File: src/ahb_master_settings.svh
`ifndef AHB_MASTER_SETTINGS_SVH
`define AHB_MASTER_SETTINGS_SVH

`define AHB_ADDR_WIDTH 32

`define AHB_DATA_WIDTH 32

// consecutive cycles with ready low before a request is abandoned
`define AHB_WAIT_TIMEOUT 6

// a burst must stay inside one 2**AHB_BOUNDARY_BITS byte block
`define AHB_BOUNDARY_BITS 10

`endif

File: src/ahb_master_pkg.sv
`default_nettype none

package ahb_master_pkg;

`include "ahb_master_settings.svh"

    typedef logic [`AHB_ADDR_WIDTH-1:0] addr_t;
    typedef logic [`AHB_DATA_WIDTH-1:0] data_t;
    typedef logic [2:0] hsize_t;  // bytes per beat is 2**hsize
    typedef logic [2:0] hburst_t;
    typedef logic [1:0] htrans_t;
    typedef logic [3:0] beat_cnt_t;

    localparam hburst_t HBURST_SINGLE = 3'd0;
    localparam hburst_t HBURST_INCR   = 3'd1;  // undefined length, rejected by the channels
    localparam hburst_t HBURST_WRAP4  = 3'd2;
    localparam hburst_t HBURST_INCR4  = 3'd3;
    localparam hburst_t HBURST_WRAP8  = 3'd4;
    localparam hburst_t HBURST_INCR8  = 3'd5;

    localparam htrans_t HTRANS_IDLE   = 2'd0;
    localparam htrans_t HTRANS_NONSEQ = 2'd2;
    localparam htrans_t HTRANS_SEQ    = 2'd3;

    typedef enum logic [1:0] {
        ENG_IDLE,   // waiting for a request
        ENG_ADDR,   // an address phase is on the bus
        ENG_LAST,   // only the final data phase is left
        ENG_ERROR   // second cycle of an ERROR response
    } engine_state_t;

endpackage

`default_nettype wire

File: src/ahb_req_if.sv
`timescale 1ns/1ns
`default_nettype none

interface ahb_req_if;

    logic                    valid;
    logic                    write;
    ahb_master_pkg::addr_t   addr;
    ahb_master_pkg::hburst_t burst;
    ahb_master_pkg::hsize_t  size;
    ahb_master_pkg::data_t   wdata;        // sampled in the wdata_take cycle

    logic                    ready;
    logic                    wdata_take;
    ahb_master_pkg::data_t   rdata;
    logic                    rdata_valid;
    logic                    done;
    logic                    error;        // only meaningful together with done

    modport requester (
        output valid, write, addr, burst, size, wdata,
        input  ready, wdata_take, rdata, rdata_valid, done, error
    );

    modport responder (
        input  valid, write, addr, burst, size, wdata,
        output ready, wdata_take, rdata, rdata_valid, done, error
    );

endinterface

`default_nettype wire

File: src/ahb_burst_engine.sv
`timescale 1ns/1ns
`default_nettype none
`include "ahb_master_settings.svh"

module ahb_burst_engine (
    input  logic                    ahb_clk_in,
    input  logic                    ahb_rstn_in,
    ahb_req_if.responder            req,
    output ahb_master_pkg::addr_t   ahb_addr,
    output ahb_master_pkg::hburst_t ahb_burst,
    output ahb_master_pkg::hsize_t  ahb_size,
    output ahb_master_pkg::htrans_t ahb_trans,
    output logic                    ahb_write,
    output ahb_master_pkg::data_t   ahb_wdata,
    input  ahb_master_pkg::data_t   ahb_rdata,
    input  logic                    ahb_ready,
    input  logic                    ahb_resp
);

    localparam int WAIT_W = $clog2(`AHB_WAIT_TIMEOUT + 1);

    ahb_master_pkg::engine_state_t state;
    ahb_master_pkg::beat_cnt_t     beats_left;   // beats still to issue after the current one
    ahb_master_pkg::beat_cnt_t     first_beats;
    ahb_master_pkg::addr_t         size_bytes;
    ahb_master_pkg::addr_t         addr_inc;
    ahb_master_pkg::addr_t         wrap_mask;
    ahb_master_pkg::addr_t         next_addr;
    logic                          dp_pend;      // a data phase is in flight
    logic                          addr_done;
    logic                          resp_err;
    logic                          timeout;
    logic [WAIT_W-1:0]             wait_cnt;

    always_comb begin
        case (req.burst)
            ahb_master_pkg::HBURST_INCR4, ahb_master_pkg::HBURST_WRAP4: first_beats = 4'd3;
            ahb_master_pkg::HBURST_INCR8, ahb_master_pkg::HBURST_WRAP8: first_beats = 4'd7;
            default:                                                    first_beats = 4'd0;
        endcase
    end

    // wrap bursts keep the upper address bits and let only the low block bits roll over
    always_comb begin
        size_bytes = ahb_master_pkg::addr_t'(1) << ahb_size;
        addr_inc   = ahb_addr + size_bytes;
        case (ahb_burst)
            ahb_master_pkg::HBURST_WRAP4: wrap_mask = (size_bytes << 2) - 1'b1;
            ahb_master_pkg::HBURST_WRAP8: wrap_mask = (size_bytes << 3) - 1'b1;
            default:                      wrap_mask = '1;
        endcase
        next_addr = (ahb_addr & ~wrap_mask) | (addr_inc & wrap_mask);
    end

    assign resp_err  = dp_pend && ahb_resp;
    assign addr_done = (state == ahb_master_pkg::ENG_ADDR) && ahb_ready && !resp_err;
    assign timeout   = (state != ahb_master_pkg::ENG_IDLE) && !ahb_ready
                       && (wait_cnt == WAIT_W'(`AHB_WAIT_TIMEOUT - 1));

    assign req.ready      = (state == ahb_master_pkg::ENG_IDLE);
    assign req.wdata_take = addr_done && ahb_write;

    always_ff @(posedge ahb_clk_in or negedge ahb_rstn_in) begin
        if (!ahb_rstn_in) begin
            state           <= ahb_master_pkg::ENG_IDLE;
            ahb_trans       <= ahb_master_pkg::HTRANS_IDLE;
            ahb_addr        <= '0;
            ahb_burst       <= ahb_master_pkg::HBURST_SINGLE;
            ahb_size        <= '0;
            ahb_write       <= 1'b0;
            beats_left      <= '0;
            dp_pend         <= 1'b0;
            wait_cnt        <= '0;
            req.rdata_valid <= 1'b0;
            req.done        <= 1'b0;
            req.error       <= 1'b0;
        end else begin
            req.rdata_valid <= 1'b0;
            req.done        <= 1'b0;
            req.error       <= 1'b0;
            wait_cnt        <= ahb_ready ? '0 : wait_cnt + 1'b1;
            case (state)
                ahb_master_pkg::ENG_IDLE: begin
                    wait_cnt <= '0;
                    if (req.valid) begin
                        ahb_addr   <= req.addr;
                        ahb_burst  <= req.burst;
                        ahb_size   <= req.size;
                        ahb_write  <= req.write;
                        ahb_trans  <= ahb_master_pkg::HTRANS_NONSEQ;
                        beats_left <= first_beats;
                        state      <= ahb_master_pkg::ENG_ADDR;
                    end
                end
                ahb_master_pkg::ENG_ADDR, ahb_master_pkg::ENG_LAST: begin
                    if (resp_err) begin  // cancel the rest of the burst
                        ahb_trans <= ahb_master_pkg::HTRANS_IDLE;
                        dp_pend   <= 1'b0;
                        state     <= ahb_master_pkg::ENG_ERROR;
                    end else if (ahb_ready) begin
                        req.rdata_valid <= dp_pend && !ahb_write;
                        if (state == ahb_master_pkg::ENG_LAST) begin
                            dp_pend  <= 1'b0;
                            req.done <= 1'b1;
                            state    <= ahb_master_pkg::ENG_IDLE;
                        end else if (beats_left != '0) begin
                            dp_pend    <= 1'b1;
                            ahb_addr   <= next_addr;
                            ahb_trans  <= ahb_master_pkg::HTRANS_SEQ;
                            beats_left <= beats_left - 1'b1;
                        end else begin
                            dp_pend   <= 1'b1;
                            ahb_trans <= ahb_master_pkg::HTRANS_IDLE;
                            state     <= ahb_master_pkg::ENG_LAST;
                        end
                    end
                end
                ahb_master_pkg::ENG_ERROR: begin
                    if (ahb_ready) begin
                        req.done  <= 1'b1;
                        req.error <= 1'b1;
                        state     <= ahb_master_pkg::ENG_IDLE;
                    end
                end
                default: state <= ahb_master_pkg::ENG_IDLE;
            endcase
            if (timeout) begin  // slave stalled too long, give up on the request
                ahb_trans <= ahb_master_pkg::HTRANS_IDLE;
                dp_pend   <= 1'b0;
                wait_cnt  <= '0;
                req.done  <= 1'b1;
                req.error <= 1'b1;
                state     <= ahb_master_pkg::ENG_IDLE;
            end
        end
    end

    always_ff @(posedge ahb_clk_in) begin
        if (req.wdata_take) begin
            ahb_wdata <= req.wdata;  // held through the following data phase
        end
        if (dp_pend && ahb_ready) begin
            req.rdata <= ahb_rdata;
        end
    end

endmodule

`default_nettype wire

File: src/ahb_master_top.sv
`timescale 1ns/1ns
`default_nettype none

module ahb_master_top (
    input  logic                    ahb_clk_in,
    input  logic                    ahb_rstn_in,

    input  logic                    c0_req_valid,
    output logic                    c0_req_ready,
    input  logic                    c0_write,
    input  ahb_master_pkg::addr_t   c0_addr,
    input  ahb_master_pkg::hburst_t c0_burst,
    input  ahb_master_pkg::hsize_t  c0_size,
    input  ahb_master_pkg::data_t   c0_wdata,
    output logic                    c0_wdata_take,
    output ahb_master_pkg::data_t   c0_rdata,
    output logic                    c0_rdata_valid,
    output logic                    c0_done,
    output logic                    c0_error,

    input  logic                    c1_req_valid,
    output logic                    c1_req_ready,
    input  logic                    c1_write,
    input  ahb_master_pkg::addr_t   c1_addr,
    input  ahb_master_pkg::hburst_t c1_burst,
    input  ahb_master_pkg::hsize_t  c1_size,
    input  ahb_master_pkg::data_t   c1_wdata,
    output logic                    c1_wdata_take,
    output ahb_master_pkg::data_t   c1_rdata,
    output logic                    c1_rdata_valid,
    output logic                    c1_done,
    output logic                    c1_error,

    output ahb_master_pkg::addr_t   ahb_addr,
    output ahb_master_pkg::hburst_t ahb_burst,
    output ahb_master_pkg::hsize_t  ahb_size,
    output ahb_master_pkg::htrans_t ahb_trans,
    output logic                    ahb_write,
    output ahb_master_pkg::data_t   ahb_wdata,
    input  ahb_master_pkg::data_t   ahb_rdata,
    input  logic                    ahb_ready,
    input  logic                    ahb_resp
);

    ahb_req_if ch0_if ();
    ahb_req_if ch1_if ();
    ahb_req_if eng_if ();

    ahb_request_channel u_channel0 (
        .ahb_clk_in  (ahb_clk_in),     .ahb_rstn_in (ahb_rstn_in),
        .req_valid   (c0_req_valid),   .req_ready   (c0_req_ready),
        .write       (c0_write),       .addr        (c0_addr),
        .burst       (c0_burst),       .size        (c0_size),
        .wdata       (c0_wdata),       .wdata_take  (c0_wdata_take),
        .rdata       (c0_rdata),       .rdata_valid (c0_rdata_valid),
        .done        (c0_done),        .error       (c0_error),
        .bus         (ch0_if)
    );

    ahb_request_channel u_channel1 (
        .ahb_clk_in  (ahb_clk_in),     .ahb_rstn_in (ahb_rstn_in),
        .req_valid   (c1_req_valid),   .req_ready   (c1_req_ready),
        .write       (c1_write),       .addr        (c1_addr),
        .burst       (c1_burst),       .size        (c1_size),
        .wdata       (c1_wdata),       .wdata_take  (c1_wdata_take),
        .rdata       (c1_rdata),       .rdata_valid (c1_rdata_valid),
        .done        (c1_done),        .error       (c1_error),
        .bus         (ch1_if)
    );

    ahb_request_arbiter u_arbiter (
        .ahb_clk_in  (ahb_clk_in),
        .ahb_rstn_in (ahb_rstn_in),
        .ch0         (ch0_if),
        .ch1         (ch1_if),
        .eng         (eng_if)
    );

    ahb_burst_engine u_engine (
        .ahb_clk_in  (ahb_clk_in),     .ahb_rstn_in (ahb_rstn_in),
        .req         (eng_if),
        .ahb_addr    (ahb_addr),       .ahb_burst   (ahb_burst),
        .ahb_size    (ahb_size),       .ahb_trans   (ahb_trans),
        .ahb_write   (ahb_write),      .ahb_wdata   (ahb_wdata),
        .ahb_rdata   (ahb_rdata),      .ahb_ready   (ahb_ready),
        .ahb_resp    (ahb_resp)
    );

endmodule

`default_nettype wire

File: src/ahb_request_arbiter.sv
`timescale 1ns/1ns
`default_nettype none

module ahb_request_arbiter (
    input  logic          ahb_clk_in,
    input  logic          ahb_rstn_in,
    ahb_req_if.responder  ch0,
    ahb_req_if.responder  ch1,
    ahb_req_if.requester  eng
);

    logic granted;
    logic last_sel;  // channel served last, also the current owner while granted
    logic pick;
    logic route0;
    logic route1;

    // with both pending the channel not served last goes first
    assign pick = (ch0.valid && ch1.valid) ? !last_sel : ch1.valid;

    always_ff @(posedge ahb_clk_in or negedge ahb_rstn_in) begin
        if (!ahb_rstn_in) begin
            granted  <= 1'b0;
            last_sel <= 1'b1;
        end else if (!granted) begin
            if (ch0.valid || ch1.valid) begin
                granted  <= 1'b1;
                last_sel <= pick;
            end
        end else if (eng.done) begin
            granted <= 1'b0;
        end
    end

    assign route0 = granted && !last_sel;
    assign route1 = granted && last_sel;

    assign eng.valid = granted && (last_sel ? ch1.valid : ch0.valid);
    assign eng.write = last_sel ? ch1.write : ch0.write;
    assign eng.addr  = last_sel ? ch1.addr : ch0.addr;
    assign eng.burst = last_sel ? ch1.burst : ch0.burst;
    assign eng.size  = last_sel ? ch1.size : ch0.size;
    assign eng.wdata = last_sel ? ch1.wdata : ch0.wdata;

    assign ch0.ready       = route0 && eng.ready;
    assign ch0.wdata_take  = route0 && eng.wdata_take;
    assign ch0.rdata       = route0 ? eng.rdata : '0;
    assign ch0.rdata_valid = route0 && eng.rdata_valid;
    assign ch0.done        = route0 && eng.done;
    assign ch0.error       = route0 && eng.error;

    assign ch1.ready       = route1 && eng.ready;
    assign ch1.wdata_take  = route1 && eng.wdata_take;
    assign ch1.rdata       = route1 ? eng.rdata : '0;
    assign ch1.rdata_valid = route1 && eng.rdata_valid;
    assign ch1.done        = route1 && eng.done;
    assign ch1.error       = route1 && eng.error;

endmodule

`default_nettype wire

File: src/ahb_request_channel.sv
`timescale 1ns/1ns
`default_nettype none
`include "ahb_master_settings.svh"

module ahb_request_channel (
    input  logic                    ahb_clk_in,
    input  logic                    ahb_rstn_in,
    input  logic                    req_valid,
    output logic                    req_ready,
    input  logic                    write,
    input  ahb_master_pkg::addr_t   addr,
    input  ahb_master_pkg::hburst_t burst,
    input  ahb_master_pkg::hsize_t  size,
    input  ahb_master_pkg::data_t   wdata,
    output logic                    wdata_take,
    output ahb_master_pkg::data_t   rdata,
    output logic                    rdata_valid,
    output logic                    done,
    output logic                    error,
    ahb_req_if.requester            bus
);

    logic                      accept;
    logic                      busy;
    logic                      err_stage;
    logic                      local_done;
    logic                      aligned;
    logic                      size_ok;
    logic                      burst_ok;
    logic                      crosses;
    logic                      req_ok;
    ahb_master_pkg::beat_cnt_t span_beats;
    ahb_master_pkg::addr_t     size_bytes;
    ahb_master_pkg::addr_t     last_addr;

    always_comb begin
        burst_ok   = 1'b1;
        span_beats = '0;  // wrap blocks are aligned and far smaller than the boundary block
        case (burst)
            ahb_master_pkg::HBURST_SINGLE: span_beats = 4'd0;
            ahb_master_pkg::HBURST_INCR4:  span_beats = 4'd3;
            ahb_master_pkg::HBURST_INCR8:  span_beats = 4'd7;
            ahb_master_pkg::HBURST_WRAP4,
            ahb_master_pkg::HBURST_WRAP8:  span_beats = 4'd0;
            ahb_master_pkg::HBURST_INCR:   burst_ok = 1'b0;
            default:                       burst_ok = 1'b0;
        endcase
    end

    assign size_bytes = ahb_master_pkg::addr_t'(1) << size;
    assign last_addr  = addr + (ahb_master_pkg::addr_t'(span_beats) << size);
    assign aligned    = (addr & (size_bytes - 1'b1)) == '0;
    assign size_ok    = (32'd8 << size) <= `AHB_DATA_WIDTH;
    assign crosses    = last_addr[`AHB_ADDR_WIDTH-1:`AHB_BOUNDARY_BITS]
                        != addr[`AHB_ADDR_WIDTH-1:`AHB_BOUNDARY_BITS];
    assign req_ok     = aligned && size_ok && burst_ok && !crosses;
    assign accept     = req_valid && req_ready;

    always_ff @(posedge ahb_clk_in or negedge ahb_rstn_in) begin
        if (!ahb_rstn_in) begin
            req_ready  <= 1'b0;
            busy       <= 1'b0;
            bus.valid  <= 1'b0;
            err_stage  <= 1'b0;
            local_done <= 1'b0;
        end else begin
            req_ready  <= req_valid && !busy && !req_ready;  // one-cycle pulse while empty
            err_stage  <= accept && !req_ok;
            local_done <= err_stage;
            if (accept) begin
                busy <= 1'b1;
            end else if (done) begin
                busy <= 1'b0;
            end
            if (accept && req_ok) begin
                bus.valid <= 1'b1;
            end else if (bus.ready) begin
                bus.valid <= 1'b0;
            end
        end
    end

    always_ff @(posedge ahb_clk_in) begin
        if (accept) begin
            bus.write <= write;
            bus.addr  <= addr;
            bus.burst <= burst;
            bus.size  <= size;
        end
    end

    assign bus.wdata   = wdata;  // per-beat data comes straight from the client
    assign wdata_take  = bus.wdata_take;
    assign rdata       = bus.rdata;
    assign rdata_valid = bus.rdata_valid;
    assign done        = bus.done || local_done;
    assign error       = bus.error || local_done;

endmodule

`default_nettype wire

File: config.mk
export PLATFORM = sky130hd
export DESIGN_NAME = ahb_master_top
export DESIGN_NICKNAME = d
export VERILOG_FILES = /design/src/ahb_master_pkg.sv /design/src/ahb_req_if.sv /design/src/ahb_burst_engine.sv /design/src/ahb_master_top.sv /design/src/ahb_request_arbiter.sv /design/src/ahb_request_channel.sv
export VERILOG_INCLUDE_DIRS = /design/src
export SDC_FILE = /design/constraint.sdc
export NUM_CORES = 1
export LEC_CHECK = 0
export BUFFER_PORTS_ARGS = -buffer_cell sky130_fd_sc_hd__buf_4
export CORE_MARGIN = 5
export CORE_UTILIZATION = 25
export DETAILED_ROUTE_END_ITERATION = 6
export GPL_TIMING_DRIVEN = 0
export PLACE_DENSITY = 0.48
export SLEW_MARGIN = 20
export SYNTH_ARGS = -nofsm -noshare
export SYNTH_HDL_FRONTEND = slang
export SYNTH_SLANG_ARGS = --single-unit
File: constraint.sdc
create_clock -name ahb_clk_in -period 8.2 [get_ports ahb_clk_in]
set_clock_uncertainty 0.2 [all_clocks]
set_input_delay 0.41 -clock ahb_clk_in [delete_from_list [all_inputs] [get_ports ahb_clk_in]]
set_output_delay 0.41 -clock ahb_clk_in [all_outputs]
set_load 0.02 [all_outputs]
==> out/metrics.yaml <==
global_routing:
  grt_start_max_net_pins: 67
  grt_pass1_wl_mm: 63.7
  grt_overflow: 0
  grt.busiest_layer: "met2"
  antenna_found_initial: 0
  grt_util_met1: 0.221
  track_usage: 0.165
  grt.met3_usage: 0.0164
  use_met2: 0.287
  grt_pass1_vias: 10195
clocking:
  holdBufCountCts: 178
  cts_tree: "built"
  cts_resized: 0
  post-cts-setup-buffer-count: 0
  cts.path.max_buffers: 3
  cts.reportedPaths.clkPinSlew_ns: 0.06
  h-tree-depth: 1
  clockRootBuffer: "clkbuf_16"
  clk_latency_ns: 0.53
  cts_sinks: 208
  cts_buffers: 25
sta:
  worst_slew_pin_slew_ns: 1.01
  setup-violations-final: 0
  max_freq_ghz: 0.279
  hold_viol: 0
  tns_ns: 0
  period_share: 0.438
  fin_hold_ws_ns: 0.147
  fin_crit_ns: 3.59
  relSlewSlack: 0.328
  slew_viol_final: 0
  grt_setup_unrepaired: "false"
pwr:
  p_int_mw: 3.08
  vdd_drop_max_v: 0.000145
  power_frac_clock: 0.236
  comb_power_share: 0.467
  finalPower_mw: 5.16
  sw_frac_of_total: 0.404
  seq_power_share: 0.298
  power_leakage_nw: 7.23
  p_switching_mw: 2.08
  p_per_area_nw_per_um2: 302
drt:
  drtIter0Drc: 854
  drt_first_pass_iters: 5
  routed_wirelength_mm: 42.5
  wl_per_cell_microns: 19.8
  ant_nets: 0
  drc: 0
  vias: 10085
  via_per_inst: 4.70
synth:
  synth_cell_types: 79
  synth-seq-area-share: 0.532
  synth_area_per_cell_sq_um: 11.1
  ys.flop_type: "edfxtp_1"
  synth_seq_cells: 208
  async_flop_share: 0.317
  synth-edff-count: 142
  synthesis.nets: 1220
  syn_area_sq_um: 11100
  synthCells: 1000
  yosysWarnings: 0
floorplan:
  die_y_microns: 221
  die_area_sq_um: 48800
  num_rows: 77
  start_util: 0.252
  dieWidth_microns: 221
  io_pins: 327
  core_region_area_sq_um: 44100
final_layout:
  post-route-util: 0.387
  diodes: 0
  drive_gt1_frac: 0.301
  num-nets-final: 1754
  fillers: 4377
  syn_to_final_growth_pct: 53.4
critical_path:
  worstPathArrival_ns: 3.86
  slowest_stage: "a311oi_1"
  criticalPathCategory: "input pin to flip-flop"
  cpMostUsedCell: "nand2_1"
  critPathMaxStageDelay_ns: 0.58
  cp-end-kind: "flip-flop"
  required_ns: 8.47
  worstPathCellList: "dlygate4sd3_1 -> buf_4 -> buf_2 -> clkbuf_1 -> nand2_1 -> nor3_1 -> o21a_1 -> ha_1 -> a21oi_1 -> nand2_1 -> a221oi_1 -> o31ai_1 -> a311oi_1 -> a32o_1"
  crit_fanout: 10
  critPathLaunchType: "input pin"
placed_design:
  place.gp.congestion: 0.907
  io_buffers: 326
  hpwl_mm: 32.7
min_path:
  hold_path_class: "flip-flop to flip-flop"
run_status:
  outcome: "finished clean"
run:
  drv_cap: 0
[cells in the final DEF (no fill, tap or decap), types with 5 or more instances in the layout]
cell / count
a211oi_1: 6
a21o_1: 13
a21oi_1: 58
a22oi_1: 5
a31oi_1: 9
a32o_1: 5
and2_1: 39
and3_1: 41
buf_1: 5
buf_2: 11
buf_4: 332
bufinv_16: 5
clkbuf_1: 35
clkbuf_16: 25
dfrtp_1: 65
dlygate4sd3_1: 178
edfxtp_1: 142
ha_1: 39
inv_1: 31
mux2_2: 51
mux2i_1: 33
nand2_1: 67
nand2b_1: 11
nand3_1: 34
nand4_1: 12
nor2_1: 57
nor2b_1: 6
nor3_1: 23
nor3b_1: 8
nor4_1: 7
o211ai_1: 14
o21a_1: 5
o21ai_0: 39
o22ai_1: 21
or3_1: 6
xor2_1: 7
[metrics by stage]
| step | setup slack, ns | cells | area [sq um] |
|---|---|---|---|
| 2_1_floorplan | 5.09 | 1000 | 11100 |
| 3_3_place_gp | 4.53 | 1918 | 14300 |
| 3_5_place_dp | 4.52 | 1921 | 14400 |
| 4_1_cts | 4.55 | 2145 | 17100 |
| 5_1_grt | 4.28 | 2145 | 17100 |
| 6_report | 4.61 | 2145 | 17100 |
[Yosys cell counts, types with 4 or more instances]
cell type / instances / area, sq um
xor2_1: 7 / 61.3
o211ai_1: 14 / 105
a21oi_1: 58 / 290
nor3_1: 23 / 115
nand4_1: 12 / 75.1
nor4_1: 7 / 43.8
nor2_1: 57 / 214
dfrtp_1: 65 / 1630
buf_2: 11 / 55.1
and2_1: 40 / 250
clkbuf_1: 34 / 128
xnor2_1: 4 / 35.0
o21a_1: 5 / 37.5
a22o_1: 4 / 35.0
buf_4: 6 / 45.0
nand3b_1: 4 / 30.0
and3_1: 41 / 257
a311oi_1: 4 / 35.0
inv_1: 34 / 128
nor2b_1: 6 / 37.5
or3_1: 6 / 37.5
a21o_1: 13 / 97.6
nand2_1: 67 / 251
nor3b_1: 8 / 60.1
mux2i_1: 33 / 330
buf_1: 5 / 18.8
nand3_1: 34 / 170
a211oi_1: 6 / 45.0
a22oi_1: 5 / 37.5
mux2_2: 51 / 574
o21ai_0: 39 / 195
ha_1: 39 / 488
a32o_1: 5 / 50.1
a31oi_1: 9 / 56.3
nand2b_1: 11 / 68.8
o22ai_1: 21 / 131
edfxtp_1: 142 / 4260
[critical path, delay by kind of cell]
kind            cells  cell delay [ns]
compound gates      6             1.51
fa+ha+maj           1             0.26
buf+inv             4             1.21
simple gates        3             0.46
[final cells by class]
type	instances	area, sq um	area share
sequential	208	5920	0.347
multi-input combinational	700	4820	0.283
timing repair buffer	507	4290	0.251
tap	592	741	0.0434
clock buffer	28	657	0.0385
clock inverter	18	255	0.0150
buffer	57	251	0.0147
inverter	35	131	0.00770
[logic make-up after synthesis]
family / count (synthesis) / share of synthesized area
simple gates: 337 / 0.161
compound gates: 227 / 0.135
buf+inv: 92 / 0.0344
xor+xnor: 12 / 0.0101
fa+ha+maj: 40 / 0.0457
mux: 84 / 0.0813
flops: 208 / 0.532
[power by group through the flow]
stage	sequential, mW	combinational (mW)	clock (mW)
2_1_floorplan	1.61	1.28	0
3_3_place_gp	1.55	2.28	0
3_5_place_dp	1.56	2.30	0
4_1_cts	1.53	2.43	1.25
5_1_grt	1.57	2.63	1.29
6_report	1.54	2.41	1.22
[path summary, 6_finish.rpt]
path	from	endpoint	slack, ns	depth (start not counted)
max in group asynchronous	ahb_rstn_in	u_engine.ahb_size[0]	6.80	2
worst max-delay path	c0_size[1]	u_channel0.bus.valid	4.61	14
worst max register to register	u_arbiter.last_sel	u_engine.ahb_wdata[7]	4.70	5
worst min register to register	u_channel1.err_stage	u_channel1.local_done	0.15	0
min in group asynchronous	ahb_rstn_in	asynchronous set/reset pin	0.34	2
worst min-delay path	u_channel1.err_stage	u_channel1.local_done	0.15	0
[metal layers]
metal | wire (microns) | share of wire | vias to the layer above
met4 | 997 | 0.023 | 0
li1 | - | - | 4860
met1 | 18800 | 0.44 | 4889
met5 | 0 | 0 | -
met2 | 21100 | 0.50 | 277
met3 | 1580 | 0.037 | 59
No activity file was read; power rests on OpenSTA's default activity.
